$ cat config.mk
export PLATFORM = sky130hd
export DESIGN_NAME = adc_fusion_top
export DESIGN_NICKNAME = d
export VERILOG_FILES = /design/src/source/adc_fusion_pkg.sv /design/src/source/adc_fusion_top.sv /design/src/source/adc_sample_buffer.sv /design/src/source/fixed_to_float.sv /design/src/source/frame_assembler.sv /design/src/source/pulse_stretch.sv
export SDC_FILE = /design/constraint.sdc
export NUM_CORES = 2
export LEC_CHECK = 0
export BUFFER_PORTS_ARGS = -buffer_cell sky130_fd_sc_hd__buf_4
export CORE_AREA = 8 8 820 579
export CTS_BUF_LIST = sky130_fd_sc_hd__clkbuf_4 sky130_fd_sc_hd__clkbuf_8 sky130_fd_sc_hd__clkbuf_16
export DETAILED_ROUTE_END_ITERATION = 10
export DIE_AREA = 0 0 828 587
export SETUP_SLACK_MARGIN = 0.1
export SLEW_MARGIN = 20
export SYNTH_ARGS = -nofsm -noshare
export SYNTH_HDL_FRONTEND = slang
export SYNTH_SLANG_ARGS = --single-unit
$ cat constraint.sdc
create_clock -name clk -period 6 [get_ports clk]
set_input_delay 1.2 -clock clk [delete_from_list [all_inputs] [get_ports clk]]
set_output_delay 1.2 -clock clk [all_outputs]
set_load 0.02 [all_outputs]
$ cat src/source/adc_fusion_pkg.sv
/* ADC fusion shared definitions
   Frame layout, converter timing and the float word views */

`default_nettype none

package adc_fusion_pkg;

    // ------------------------------
    // Frame layout

    localparam logic [31:0] frame_type_word = 32'h1234abcd;

    // Type, sequence, RTC seconds, RTC nanoseconds, then reserved words
    localparam int header_words       = 16;
    localparam int channels_per_board = 8;

    // ------------------------------
    // Timing

    localparam int conv_latency   = 4;
    localparam int timeout_cycles = 1023;

    localparam int sample_code_w = 24;

    // ------------------------------
    // IEEE single precision word

    typedef struct packed {
        logic       sign;
        logic [7:0] exponent;
        logic [22:0] mantissa;
    } float32_fields_t;

    typedef union packed {
        logic [31:0]     raw;
        float32_fields_t f;
    } float32_u;

endpackage

`default_nettype wire

$ cat src/source/adc_fusion_top.sv
/* ADC data fusion top level
   Per-board TC and RTD buffers, frame assembler, float converter and interrupt */

`default_nettype none

module adc_fusion_top import adc_fusion_pkg::*; #(
    parameter int num_of_board = 6,
    parameter int irq_width    = 16
) (
    input  logic                     clk,
    input  logic                     resetn,
    input  logic [31:0]              rtc_sec,
    input  logic [31:0]              rtc_nsec,
    input  logic                     tc_sample_valid    [num_of_board],
    input  logic [2:0]               tc_sample_channel  [num_of_board],
    input  logic [sample_code_w-1:0] tc_sample_code     [num_of_board],
    input  logic                     rtd_sample_valid   [num_of_board],
    input  logic [2:0]               rtd_sample_channel [num_of_board],
    input  logic [sample_code_w-1:0] rtd_sample_code    [num_of_board],
    output logic                     frame_en,
    output logic [3:0]               frame_we,
    output logic [12:0]              frame_addr,
    output logic [31:0]              frame_din,
    output logic                     irq
);

    logic                     tc_drdy     [num_of_board];
    logic                     tc_rd_en    [num_of_board];
    logic [2:0]               tc_rd_addr  [num_of_board];
    logic [sample_code_w-1:0] tc_rd_data  [num_of_board];
    logic                     rtd_rd_en   [num_of_board];
    logic [2:0]               rtd_rd_addr [num_of_board];
    logic [sample_code_w-1:0] rtd_rd_data [num_of_board];

    logic                            conv_in_valid;
    logic signed [sample_code_w-1:0] conv_in_data;
    logic                            conv_out_valid;
    float32_u                        conv_out_word;
    logic                            frame_done;

    // ------------------------------
    // Sample buffers

    for (genvar i = 0; i < num_of_board; i++) begin : g_board
        adc_sample_buffer u_tc_buffer (
            .clk            (clk),
            .resetn         (resetn),
            .sample_valid   (tc_sample_valid[i]),
            .sample_channel (tc_sample_channel[i]),
            .sample_code    (tc_sample_code[i]),
            .rd_en          (tc_rd_en[i]),
            .rd_addr        (tc_rd_addr[i]),
            .rd_data        (tc_rd_data[i]),
            .drdy           (tc_drdy[i])
        );

        // RTD ready takes no part in start detection
        adc_sample_buffer u_rtd_buffer (
            .clk            (clk),
            .resetn         (resetn),
            .sample_valid   (rtd_sample_valid[i]),
            .sample_channel (rtd_sample_channel[i]),
            .sample_code    (rtd_sample_code[i]),
            .rd_en          (rtd_rd_en[i]),
            .rd_addr        (rtd_rd_addr[i]),
            .rd_data        (rtd_rd_data[i]),
            .drdy           ()
        );
    end

    // ------------------------------
    // Frame path

    frame_assembler #(
        .num_of_board (num_of_board)
    ) u_frame_assembler (
        .clk            (clk),
        .resetn         (resetn),
        .rtc_sec        (rtc_sec),
        .rtc_nsec       (rtc_nsec),
        .tc_drdy        (tc_drdy),
        .tc_rd_data     (tc_rd_data),
        .rtd_rd_data    (rtd_rd_data),
        .tc_rd_en       (tc_rd_en),
        .tc_rd_addr     (tc_rd_addr),
        .rtd_rd_en      (rtd_rd_en),
        .rtd_rd_addr    (rtd_rd_addr),
        .conv_in_valid  (conv_in_valid),
        .conv_in_data   (conv_in_data),
        .conv_out_valid (conv_out_valid),
        .conv_out_word  (conv_out_word),
        .frame_en       (frame_en),
        .frame_we       (frame_we),
        .frame_addr     (frame_addr),
        .frame_din      (frame_din),
        .frame_done     (frame_done)
    );

    fixed_to_float u_fixed_to_float (
        .clk       (clk),
        .resetn    (resetn),
        .in_valid  (conv_in_valid),
        .in_data   (conv_in_data),
        .out_valid (conv_out_valid),
        .out_word  (conv_out_word)
    );

    pulse_stretch #(
        .width (irq_width)
    ) u_irq_stretch (
        .clk       (clk),
        .resetn    (resetn),
        .pulse_in  (frame_done),
        .pulse_out (irq)
    );

endmodule

`default_nettype wire

$ cat src/source/adc_sample_buffer.sv
/* Sample buffer for one board and one sensor type
   Eight channel codes, data-ready pulse on the last channel, registered read port */

`default_nettype none

module adc_sample_buffer import adc_fusion_pkg::*; (
    input  logic                     clk,
    input  logic                     resetn,
    input  logic                     sample_valid,
    input  logic [2:0]               sample_channel,
    input  logic [sample_code_w-1:0] sample_code,
    input  logic                     rd_en,
    input  logic [2:0]               rd_addr,
    output logic [sample_code_w-1:0] rd_data,
    output logic                     drdy
);

    logic [sample_code_w-1:0] mem [channels_per_board];

    // Sample store
    always_ff @(posedge clk) begin
        if (sample_valid) begin
            mem[sample_channel] <= sample_code;
        end
    end

    always_ff @(posedge clk) begin
        if (rd_en) begin
            rd_data <= mem[rd_addr];
        end
    end

    // Ready once the last channel of a scan lands
    always_ff @(posedge clk) begin
        if (!resetn) begin
            drdy <= 1'b0;
        end else begin
            drdy <= sample_valid && (sample_channel == 3'(channels_per_board - 1));
        end
    end

    // Frame readout and ADC updates never overlap
    a_no_write_during_read: assert property (
        @(posedge clk) disable iff (!resetn) !(sample_valid && rd_en)
    );

endmodule

`default_nettype wire

$ cat src/source/fixed_to_float.sv
/* Signed 24-bit integer to IEEE single precision
   Four-stage pipeline, exact since every magnitude fits the mantissa */

`default_nettype none

module fixed_to_float import adc_fusion_pkg::*; (
    input  logic                            clk,
    input  logic                            resetn,
    input  logic                            in_valid,
    input  logic signed [sample_code_w-1:0] in_data,
    output logic                            out_valid,
    output float32_u                        out_word
);

    localparam int mag_w = sample_code_w;
    localparam int pos_w = $clog2(mag_w);

    logic [conv_latency-1:0] valid_sr;

    logic             s1_sign;
    logic [mag_w-1:0] s1_mag;

    logic [pos_w-1:0] lead_pos;
    logic             s2_sign;
    logic             s2_nz;
    logic [pos_w-1:0] s2_pos;
    logic [mag_w-1:0] s2_mag;

    logic             s3_sign;
    logic             s3_nz;
    logic [pos_w-1:0] s3_pos;
    logic [mag_w-1:0] s3_norm;

    always_ff @(posedge clk) begin
        if (!resetn) begin
            valid_sr <= '0;
        end else begin
            valid_sr <= {valid_sr[conv_latency-2:0], in_valid};
        end
    end

    assign out_valid = valid_sr[conv_latency-1];

    // ------------------------------
    // Stage 1, sign and magnitude
    always_ff @(posedge clk) begin
        s1_sign <= in_data[mag_w-1];
        s1_mag  <= in_data[mag_w-1] ? $unsigned(-in_data) : $unsigned(in_data);
    end

    // Stage 2, leading one
    always_comb begin
        lead_pos = '0;
        for (int i = 0; i < mag_w; i++) begin
            if (s1_mag[i]) begin
                lead_pos = pos_w'(i);
            end
        end
    end

    always_ff @(posedge clk) begin
        s2_sign <= s1_sign;
        s2_nz   <= |s1_mag;
        s2_pos  <= lead_pos;
        s2_mag  <= s1_mag;
    end

    // Stage 3, move the leading one up to the hidden bit
    always_ff @(posedge clk) begin
        s3_sign <= s2_sign;
        s3_nz   <= s2_nz;
        s3_pos  <= s2_pos;
        s3_norm <= s2_mag << (pos_w'(mag_w - 1) - s2_pos);
    end

    // Stage 4, exponent and packing; zero stays all zero
    always_ff @(posedge clk) begin
        out_word.f.sign     <= s3_sign && s3_nz;
        out_word.f.exponent <= s3_nz ? 8'(127 + s3_pos) : 8'd0;
        out_word.f.mantissa <= s3_norm[mag_w-2:0];
    end

endmodule

`default_nettype wire

$ cat src/source/frame_assembler.sv
/* Frame assembler, start detection with timeout, header capture,
   buffer read scheduling and frame memory writes */

`default_nettype none

module frame_assembler import adc_fusion_pkg::*; #(
    parameter int num_of_board = 6
) (
    input  logic                            clk,
    input  logic                            resetn,
    input  logic [31:0]                     rtc_sec,
    input  logic [31:0]                     rtc_nsec,
    input  logic                            tc_drdy     [num_of_board],
    input  logic [sample_code_w-1:0]        tc_rd_data  [num_of_board],
    input  logic [sample_code_w-1:0]        rtd_rd_data [num_of_board],
    output logic                            tc_rd_en    [num_of_board],
    output logic [2:0]                      tc_rd_addr  [num_of_board],
    output logic                            rtd_rd_en   [num_of_board],
    output logic [2:0]                      rtd_rd_addr [num_of_board],
    output logic                            conv_in_valid,
    output logic signed [sample_code_w-1:0] conv_in_data,
    input  logic                            conv_out_valid,
    input  float32_u                        conv_out_word,
    output logic                            frame_en,
    output logic [3:0]                      frame_we,
    output logic [12:0]                     frame_addr,
    output logic [31:0]                     frame_din,
    output logic                            frame_done
);

    localparam int per_type  = channels_per_board * num_of_board;
    localparam int samples   = 2 * per_type;
    localparam int frame_len = header_words + samples;
    localparam int cnt_w     = 11;
    localparam int tmo_w     = $clog2(timeout_cycles + 1);

    // Read issue leads the write by the buffer read, offset register and converter
    localparam int rd_lead   = conv_latency + 2;
    localparam int rd_first  = header_words - rd_lead;
    localparam int mux_first = rd_first + 2;

    localparam logic [cnt_w-1:0] cnt_idle  = '1;
    localparam logic [cnt_w-1:0] len_c     = cnt_w'(frame_len);
    localparam logic [cnt_w-1:0] hdr_c     = cnt_w'(header_words);
    localparam logic [cnt_w-1:0] rd_lo     = cnt_w'(rd_first);
    localparam logic [cnt_w-1:0] rd_hi     = cnt_w'(rd_first + samples);
    localparam logic [cnt_w-1:0] mux_lo    = cnt_w'(mux_first);
    localparam logic [cnt_w-1:0] mux_hi    = cnt_w'(mux_first + samples);
    localparam logic [cnt_w-1:0] per_typ_c = cnt_w'(per_type);

    localparam logic [sample_code_w-1:0] sample_offset = 24'h800000;

    typedef enum logic [1:0] {st_reset, st_idle, st_wait, st_go} state_t;

    state_t           state;
    state_t           next_state;
    logic             any_drdy;
    logic             busy;
    logic             timeout;
    logic             start;
    logic [tmo_w-1:0] tmo_cnt;

    logic [cnt_w-1:0] wr_cnt;
    logic [31:0]      seq_q;
    logic [31:0]      sec_q;
    logic [31:0]      nsec_q;
    logic [31:0]      hdr_din;
    logic             sample_phase;

    logic                     rd_go;
    logic                     rd_rtd;
    int                       rd_board;
    logic [cnt_w-1:0]         rd_s;
    logic                     mux_go;
    logic                     mux_rtd;
    int                       mux_board;
    logic [cnt_w-1:0]         mux_s;
    logic [sample_code_w-1:0] mux_code;

    function automatic int slot_board(input logic [cnt_w-1:0] s);
        logic [cnt_w-1:0] local_s;
        local_s = (s >= per_typ_c) ? s - per_typ_c : s;
        return int'(local_s) / channels_per_board;
    endfunction

    // ------------------------------
    // Start detection

    always_comb begin
        any_drdy = 1'b0;
        for (int i = 0; i < num_of_board; i++) begin
            any_drdy = any_drdy | tc_drdy[i];
        end
    end

    // No new wait while a frame is still streaming
    assign busy = (wr_cnt != cnt_idle);

    always_comb begin
        case (state)
            st_reset: next_state = st_idle;
            st_idle:  next_state = (any_drdy && !busy) ? st_wait : st_idle;
            st_wait:  next_state = timeout ? st_go : st_wait;
            st_go:    next_state = st_idle;
            default:  next_state = st_reset;
        endcase
    end

    always_ff @(posedge clk) begin
        if (!resetn) begin
            state <= st_reset;
        end else begin
            state <= next_state;
        end
    end

    always_ff @(posedge clk) begin
        if (!resetn) begin
            tmo_cnt <= '0;
        end else if (next_state == st_wait) begin
            tmo_cnt <= timeout ? tmo_cnt : tmo_cnt + 1'b1;
        end else begin
            tmo_cnt <= '0;
        end
    end

    assign timeout = (tmo_cnt == tmo_w'(timeout_cycles));
    assign start   = (state == st_go);

    // ------------------------------
    // Word counter and header

    always_ff @(posedge clk) begin
        if (!resetn) begin
            wr_cnt <= cnt_idle;
        end else if (start) begin
            wr_cnt <= '0;
        end else if (wr_cnt < len_c) begin
            wr_cnt <= wr_cnt + 1'b1;
        end else begin
            wr_cnt <= cnt_idle;
        end
    end

    always_ff @(posedge clk) begin
        if (!resetn) begin
            seq_q <= '0;
        end else if (start) begin
            seq_q <= seq_q + 1'b1;
        end
    end

    always_ff @(posedge clk) begin
        if (start) begin
            sec_q  <= rtc_sec;
            nsec_q <= rtc_nsec;
        end
    end

    // ------------------------------
    // Buffer reads and offset removal

    assign rd_s     = wr_cnt - rd_lo;
    assign rd_go    = (wr_cnt >= rd_lo) && (wr_cnt < rd_hi);
    assign rd_rtd   = (rd_s >= per_typ_c);
    assign rd_board = slot_board(rd_s);

    for (genvar i = 0; i < num_of_board; i++) begin : g_rd
        always_ff @(posedge clk) begin
            if (!resetn) begin
                tc_rd_en[i]  <= 1'b0;
                rtd_rd_en[i] <= 1'b0;
            end else begin
                tc_rd_en[i]  <= rd_go && !rd_rtd && (rd_board == i);
                rtd_rd_en[i] <= rd_go && rd_rtd && (rd_board == i);
            end
        end

        always_ff @(posedge clk) begin
            tc_rd_addr[i]  <= rd_s[2:0];
            rtd_rd_addr[i] <= rd_s[2:0];
        end
    end

    // Read data is back two counts after the read was scheduled
    assign mux_s     = wr_cnt - mux_lo;
    assign mux_go    = (wr_cnt >= mux_lo) && (wr_cnt < mux_hi);
    assign mux_rtd   = (mux_s >= per_typ_c);
    assign mux_board = slot_board(mux_s);

    always_comb begin
        mux_code = '0;
        if (mux_go) begin
            mux_code = mux_rtd ? rtd_rd_data[mux_board] : tc_rd_data[mux_board];
        end
    end

    always_ff @(posedge clk) begin
        if (!resetn) begin
            conv_in_valid <= 1'b0;
        end else begin
            conv_in_valid <= mux_go;
        end
    end

    // Offset binary to two's complement
    always_ff @(posedge clk) begin
        if (mux_go) begin
            conv_in_data <= $signed(mux_code - sample_offset);
        end
    end

    // ------------------------------
    // Frame memory writes

    always_ff @(posedge clk) begin
        if (!resetn) begin
            frame_en     <= 1'b0;
            frame_we     <= 4'h0;
            sample_phase <= 1'b0;
            frame_done   <= 1'b0;
        end else begin
            frame_en     <= (wr_cnt < len_c);
            frame_we     <= (wr_cnt < len_c) ? 4'hf : 4'h0;
            sample_phase <= (wr_cnt >= hdr_c) && (wr_cnt < len_c);
            frame_done   <= (wr_cnt == len_c);
        end
    end

    always_ff @(posedge clk) begin
        frame_addr <= {wr_cnt, 2'b00};
        case (wr_cnt)
            11'd0:   hdr_din <= frame_type_word;
            11'd1:   hdr_din <= seq_q;
            11'd2:   hdr_din <= sec_q;
            11'd3:   hdr_din <= nsec_q;
            default: hdr_din <= '0;    // reserved words
        endcase
    end

    // Converter output lands right in the sample write cycle
    assign frame_din = sample_phase ? conv_out_word.raw : hdr_din;

    a_conv_aligned: assert property (
        @(posedge clk) disable iff (!resetn) conv_out_valid == sample_phase
    );

endmodule

`default_nettype wire

$ cat src/source/pulse_stretch.sv
/* Pulse stretcher, holds a one-cycle pulse high for a fixed width */

`default_nettype none

module pulse_stretch #(
    parameter int width = 16
) (
    input  logic clk,
    input  logic resetn,
    input  logic pulse_in,
    output logic pulse_out
);

    localparam int cnt_w = $clog2(width + 1);

    logic [cnt_w-1:0] cnt;

    always_ff @(posedge clk) begin
        if (!resetn) begin
            cnt <= '0;
        end else if (pulse_in) begin
            cnt <= cnt_w'(width);
        end else if (cnt != '0) begin
            cnt <= cnt - 1'b1;
        end
    end

    assign pulse_out = (cnt != '0);

    // One frame per interrupt window
    a_no_retrigger: assert property (
        @(posedge clk) disable iff (!resetn) pulse_in |-> (cnt == '0)
    );

endmodule

`default_nettype wire
==> results by stage <==
Status:
- The flow ran to the end, and the final reports show no timing, DRC or antenna violations.

Floorplan:
- In this run the vertical extent of the chip is 587 microns.
- The die is ~830 microns wide.
- The floorplan has approximately 210 rows.
- For this configuration, the core starts out at a cell density of 0.239.
- Pin placement for this block handled approximately 450 I/O pins.
- The floorplan step defined a core boundary enclosing 461000 sq um.
- The area enclosed by the die boundary is just under 500000 sq um.

STA:
- The number of failing hold endpoints at the final stage is 0.
- Setup repair after global routing left no endpoint under its margin.
- For the final database, setup skew stands at 0.0696 ns.
- Based on the critical path, the design can be clocked at up to 248 MHz.
- The final number of setup-violating endpoints is 0.
- In the final timing run, aggregate negative setup slack is 0 ns.
- The worst slew slack as a fraction of its limit is 0.261.
- Final hold analysis gives a worst-case slack of approximately 0.33 ns.
- The max-slew violation count is 0.
- The slew of the pin with the lowest slew margin is ~1.1 ns.
- The smallest clock period supported by the final layout is computed as roughly 4 ns.
- The final critical-path share of the clock period is 0.672.

Power and ir drop:
- The part of the total power dissipated in combinational logic is 0.035.
- The switching portion of total power is 0.211.
- The analysis attributes to net switching a power of approximately 9 mW.
- The share of power burned in the clock network is 0.430.
- IR analysis of the VDD net gives a maximum drop of 0.211 mV.
- The share of total power dissipated in sequential elements is 0.535.
- Summed over all cells, the static leakage comes to around 42 nW.
- The cell-internal power is between 30 and 40 mW.
- Dividing total power by cell area gives a power density of 325 nW/um^2.

Placed design:
- Detailed placement ended at an HPWL of about 220000 microns.
- The number of buffer cells added on primary ports is 450.
- In this run the cell area measured after placement is ~120000 sq um.
- Routability-driven placement finished with a final weighted congestion of about 0.86.

Logic synthesis:
- After synthesis, the mean cell area works out to roughly 22 sq um.
- The synthesized design contains around 2700 enable-type register cells.
- The most frequently used flop master after synthesis is edfxtp_1.
- The share of the Yosys chip area taken by registers is 0.774.
- The number of instances in the synthesized netlist is approximately 5000.
- Summed over all instances, the cell type with the most area after synthesis is edfxtp_1.
- Of the post-synthesis cell area, the dominant cell type holds 0.730.
- The share of synthesized registers carrying an async set or reset is 0.
- The number of warnings reported in the yosys synthesis log is 0.
- The number of library cell types mapped by synthesis is 67.
- Summing every instance area after synthesis gives roughly 110000 sq um.
- In the post-synthesis netlist, the biggest area contributors are edfxtp_1 73%, mux4_2 13%, dfxtp_1 4.4%.
- The number of register bits inferred by synthesis is roughly 3000.

Clocking:
- Clock-pin slew was measured on the worst setup and hold paths at ~0.06 ns.
- Buffers inserted during clock tree synthesis total ~300.
- The clock reaches the later pin of the worst-skew pair after 0.92 ns.
- TritonCTS built the clock tree.
- The CTS root buffer is clkbuf_16.
- The number of gates resized after cts is 0.
- The post-CTS setup repair buffer count is 0.
- The TritonCTS sink count is 2923.
- The CTS H-tree depth is 5.
- The number of buffers added to fix hold violations after cts is 0.
- The maximum clock insertion buffer count is 4.

Global route:
- The number of antenna violations at the first check in global routing was about 180.
- The total global-route track usage is 0.127.
- In the global route stage, met3 resource usage came out at 0.0314.
- The global routing stage identified its most utilized layer as met2.
- The fraction of met2 tracks used by global routing is 0.211.
- The number of global-route vias before repair is about 53000.
- The met1 track utilization from global routing is 0.166.
- The pin count of the biggest net entering global routing is around 140.
- The residual overflow from global routing is 0.
- The first global-routing pass estimated 439000 microns of wire.

Layout:
- At the end of the flow, the number of nets in the layout was 6154.
- The synthesis-to-finish area growth is 19.4%.
- The proportion of layout cells with a drive suffix above 1 is 0.359.
- The post-route cell area is ~130000 sq um.
- The core occupancy in the finished layout is 0.285.

Critical path:
- The number of buffer and inverter instances along the worst setup path is 2.
- The highest-delay cell along the critical path is dfxtp_1.
- The critical path required time is 6.64 ns.
- STA classifies the critical path startpoint as a register.
- STA classifies the critical path endpoint as a register.
- Grouping stages by cell kind, the critical path spends the most delay in compound AO/OA/AOI/OAI gates.
- The endpoint arrival time on the critical path is ~4.7 ns.
- Walking the worst path, the cells encountered are a21oi_1 -> xnor2_1 -> inv_2 -> ha_1 -> a31oi_1 -> o31ai_1 -> a211oi_4 -> buf_4 -> mux4_2 -> nand2_1 -> o21ai_1.
- Across all register-to-register paths, the minimum setup slack is 1.97 ns.
- The largest single stage delay on the critical path is 0.66 ns.
- The type of the worst setup path is register to register.
- In this run the worst path has a maximum fanout of 50.

Routing:
- After the first detailed-routing iteration, the DRC count stood at approximately 5900.
- Using the TritonRoute via totals, the vias-per-cell ratio works out to around 4.4.
- The detailed-route wire length per cell is approximately 27 microns.
- After detailed routing, the number of remaining DRC violations is 0.
- The sum of routed wire length over all layers is 321000 microns.
- The number of search-and-repair iterations in the first detailed-routing pass is 7.
- Detailed routing inserted a total of 53500 vias.
- The number of nets with antenna violations after routing is 0.

Flow run:
- The tool flagged a number of max-cap violations equal to 0.

Min path:
- The kind of path behind the tightest hold check is register to register.
## worst reg2reg max path, delay by kind of cell, from the launching register on
family,cells,cell delay [ns]
AO/OA/AOI/OAI,5,0.91
buffers and inverters,2,0.91
flip-flops,1,0.66
multiplexers,1,0.48
XOR/XNOR,1,0.38
adder cells (fa/ha/maj),1,0.32
AND/OR/NAND/NOR,1,0.11
## path summary, 6_finish.rpt
kind / depth (start not counted) / to / from
setup / recovery: 11 / u_frame_assembler.conv_in_data[1]$_SDFFCE_PN0P_ / u_frame_assembler.wr_cnt[3]$_SDFF_PN1_
hold / removal: 0 / u_fixed_to_float.out_word[3]$_DFF_P_ / u_fixed_to_float.s3_norm[3]$_SDFF_PP0_
setup reg to reg: 11 / u_frame_assembler.conv_in_data[1]$_SDFFCE_PN0P_ / u_frame_assembler.wr_cnt[3]$_SDFF_PN1_
hold reg to reg: 0 / u_fixed_to_float.out_word[3]$_DFF_P_ / u_fixed_to_float.s3_norm[3]$_SDFF_PP0_
## stage by stage
step / cells / setup slack [ns] / power [mW]
after floorplan: 5121 / 1.96 / 24.0
after global placement: 11600 / 1.82 / 24.8
after detailed placement: 11600 / 1.86 / 24.9
after CTS: 12100 / 1.81 / 43.3
after global routing: 12100 / 1.65 / 44.1
final: 12100 / 1.97 / 42.8
## cell usage in the layout, fill, tap and decap left out, drive strengths merged, types with 17 or more instances in the layout
cell	n
nor3	46
edfxtp	2680
clkbuf	363
mux2	345
o21ai	74
nor2	139
a22oi	20
bufinv	19
clkinvlp	18
a21oi	70
and2	37
nand2b	49
nand2	132
xnor2	55
ha	23
a222oi	17
a211oi	17
mux4	632
dfxtp	243
inv	66
buf	560
diode	28
mux2i	49
clkinv	112
nand3	43
## cells by family after synthesis
kind of cell | share of synthesized area
flops | 0.774
mux | 0.169
simple gates | 0.0235
buf+inv | 0.0108
compound gates | 0.0151
xor+xnor | 0.00524
fa+ha+maj | 0.00261
other cells | 0.0000340
## cell usage after synthesis, types with 16 or more instances
cell type	n
dfxtp_1	243
nand2_1	131
nor2_1	138
mux4_2	632
o21ai_0	51
edfxtp_1	2680
nor2b_1	16
a22oi_1	20
nand3_1	43
and2_1	37
o21ai_1	23
or3_1	16
a222oi_1	17
nor3_1	45
mux2i_1	49
a21oi_1	70
xnor2_1	55
buf_1	96
clkbuf_1	121
nand2b_1	49
inv_1	45
mux2_2	345
ha_1	23
## per-layer routing
layer | up-vias | share of wire
li1 | 22300 | -
met1 | 28500 | 0.42
met2 | 2065 | 0.48
met3 | 593 | 0.076
met4 | 46 | 0.026
met5 | - | 0.00094
## state kept, by name, indices dropped and copies added, names as in the netlist, 10 cells and up
name and cells:
u_fixed_to_float.s1_mag 24, u_frame_assembler.sec_q 32, u_frame_assembler.conv_in_data 24, g_board.u_rtd_buffer.mem 1152
g_board.u_rtd_buffer.rd_data 144, u_fixed_to_float.out_word 32, g_board.u_tc_buffer.mem 1152, u_fixed_to_float.s3_norm 23
u_frame_assembler.frame_addr 10, u_frame_assembler.nsec_q 32, u_frame_assembler.wr_cnt 11, u_frame_assembler.seq_q 32
u_fixed_to_float.s2_mag 23, u_frame_assembler.tmo_cnt 10, g_board.u_tc_buffer.rd_data 144, u_frame_assembler.hdr_din 32
## power groups by stage
stage / Clock (mW) / Combinational (mW) / Sequential [mW]
3_3_place_gp: 0 / 1.45 / 23.3
4_1_cts: 18.8 / 1.52 / 22.9
6_report: 18.4 / 1.49 / 22.9
2_1_floorplan: 0 / 0.675 / 23.3
3_5_place_dp: 0 / 1.51 / 23.4
5_1_grt: 19.6 / 1.59 / 23.0
## cell type report
| class | count | area (sq um) |
|---|---|---|
| Antenna cell | 28 | 70.1 |
| Fill cell | 44900 | 330000 |
| Sequential cell | 2923 | 85400 |
| Clock inverter | 169 | 1790 |
| Inverter | 46 | 173 |
| Multi-Input combinational cell | 1906 | 24300 |
| Clock buffer | 363 | 7910 |
| Tap cell | 6119 | 7660 |
| Timing Repair Buffer | 560 | 4400 |
(Power assumes the default switching activity.)
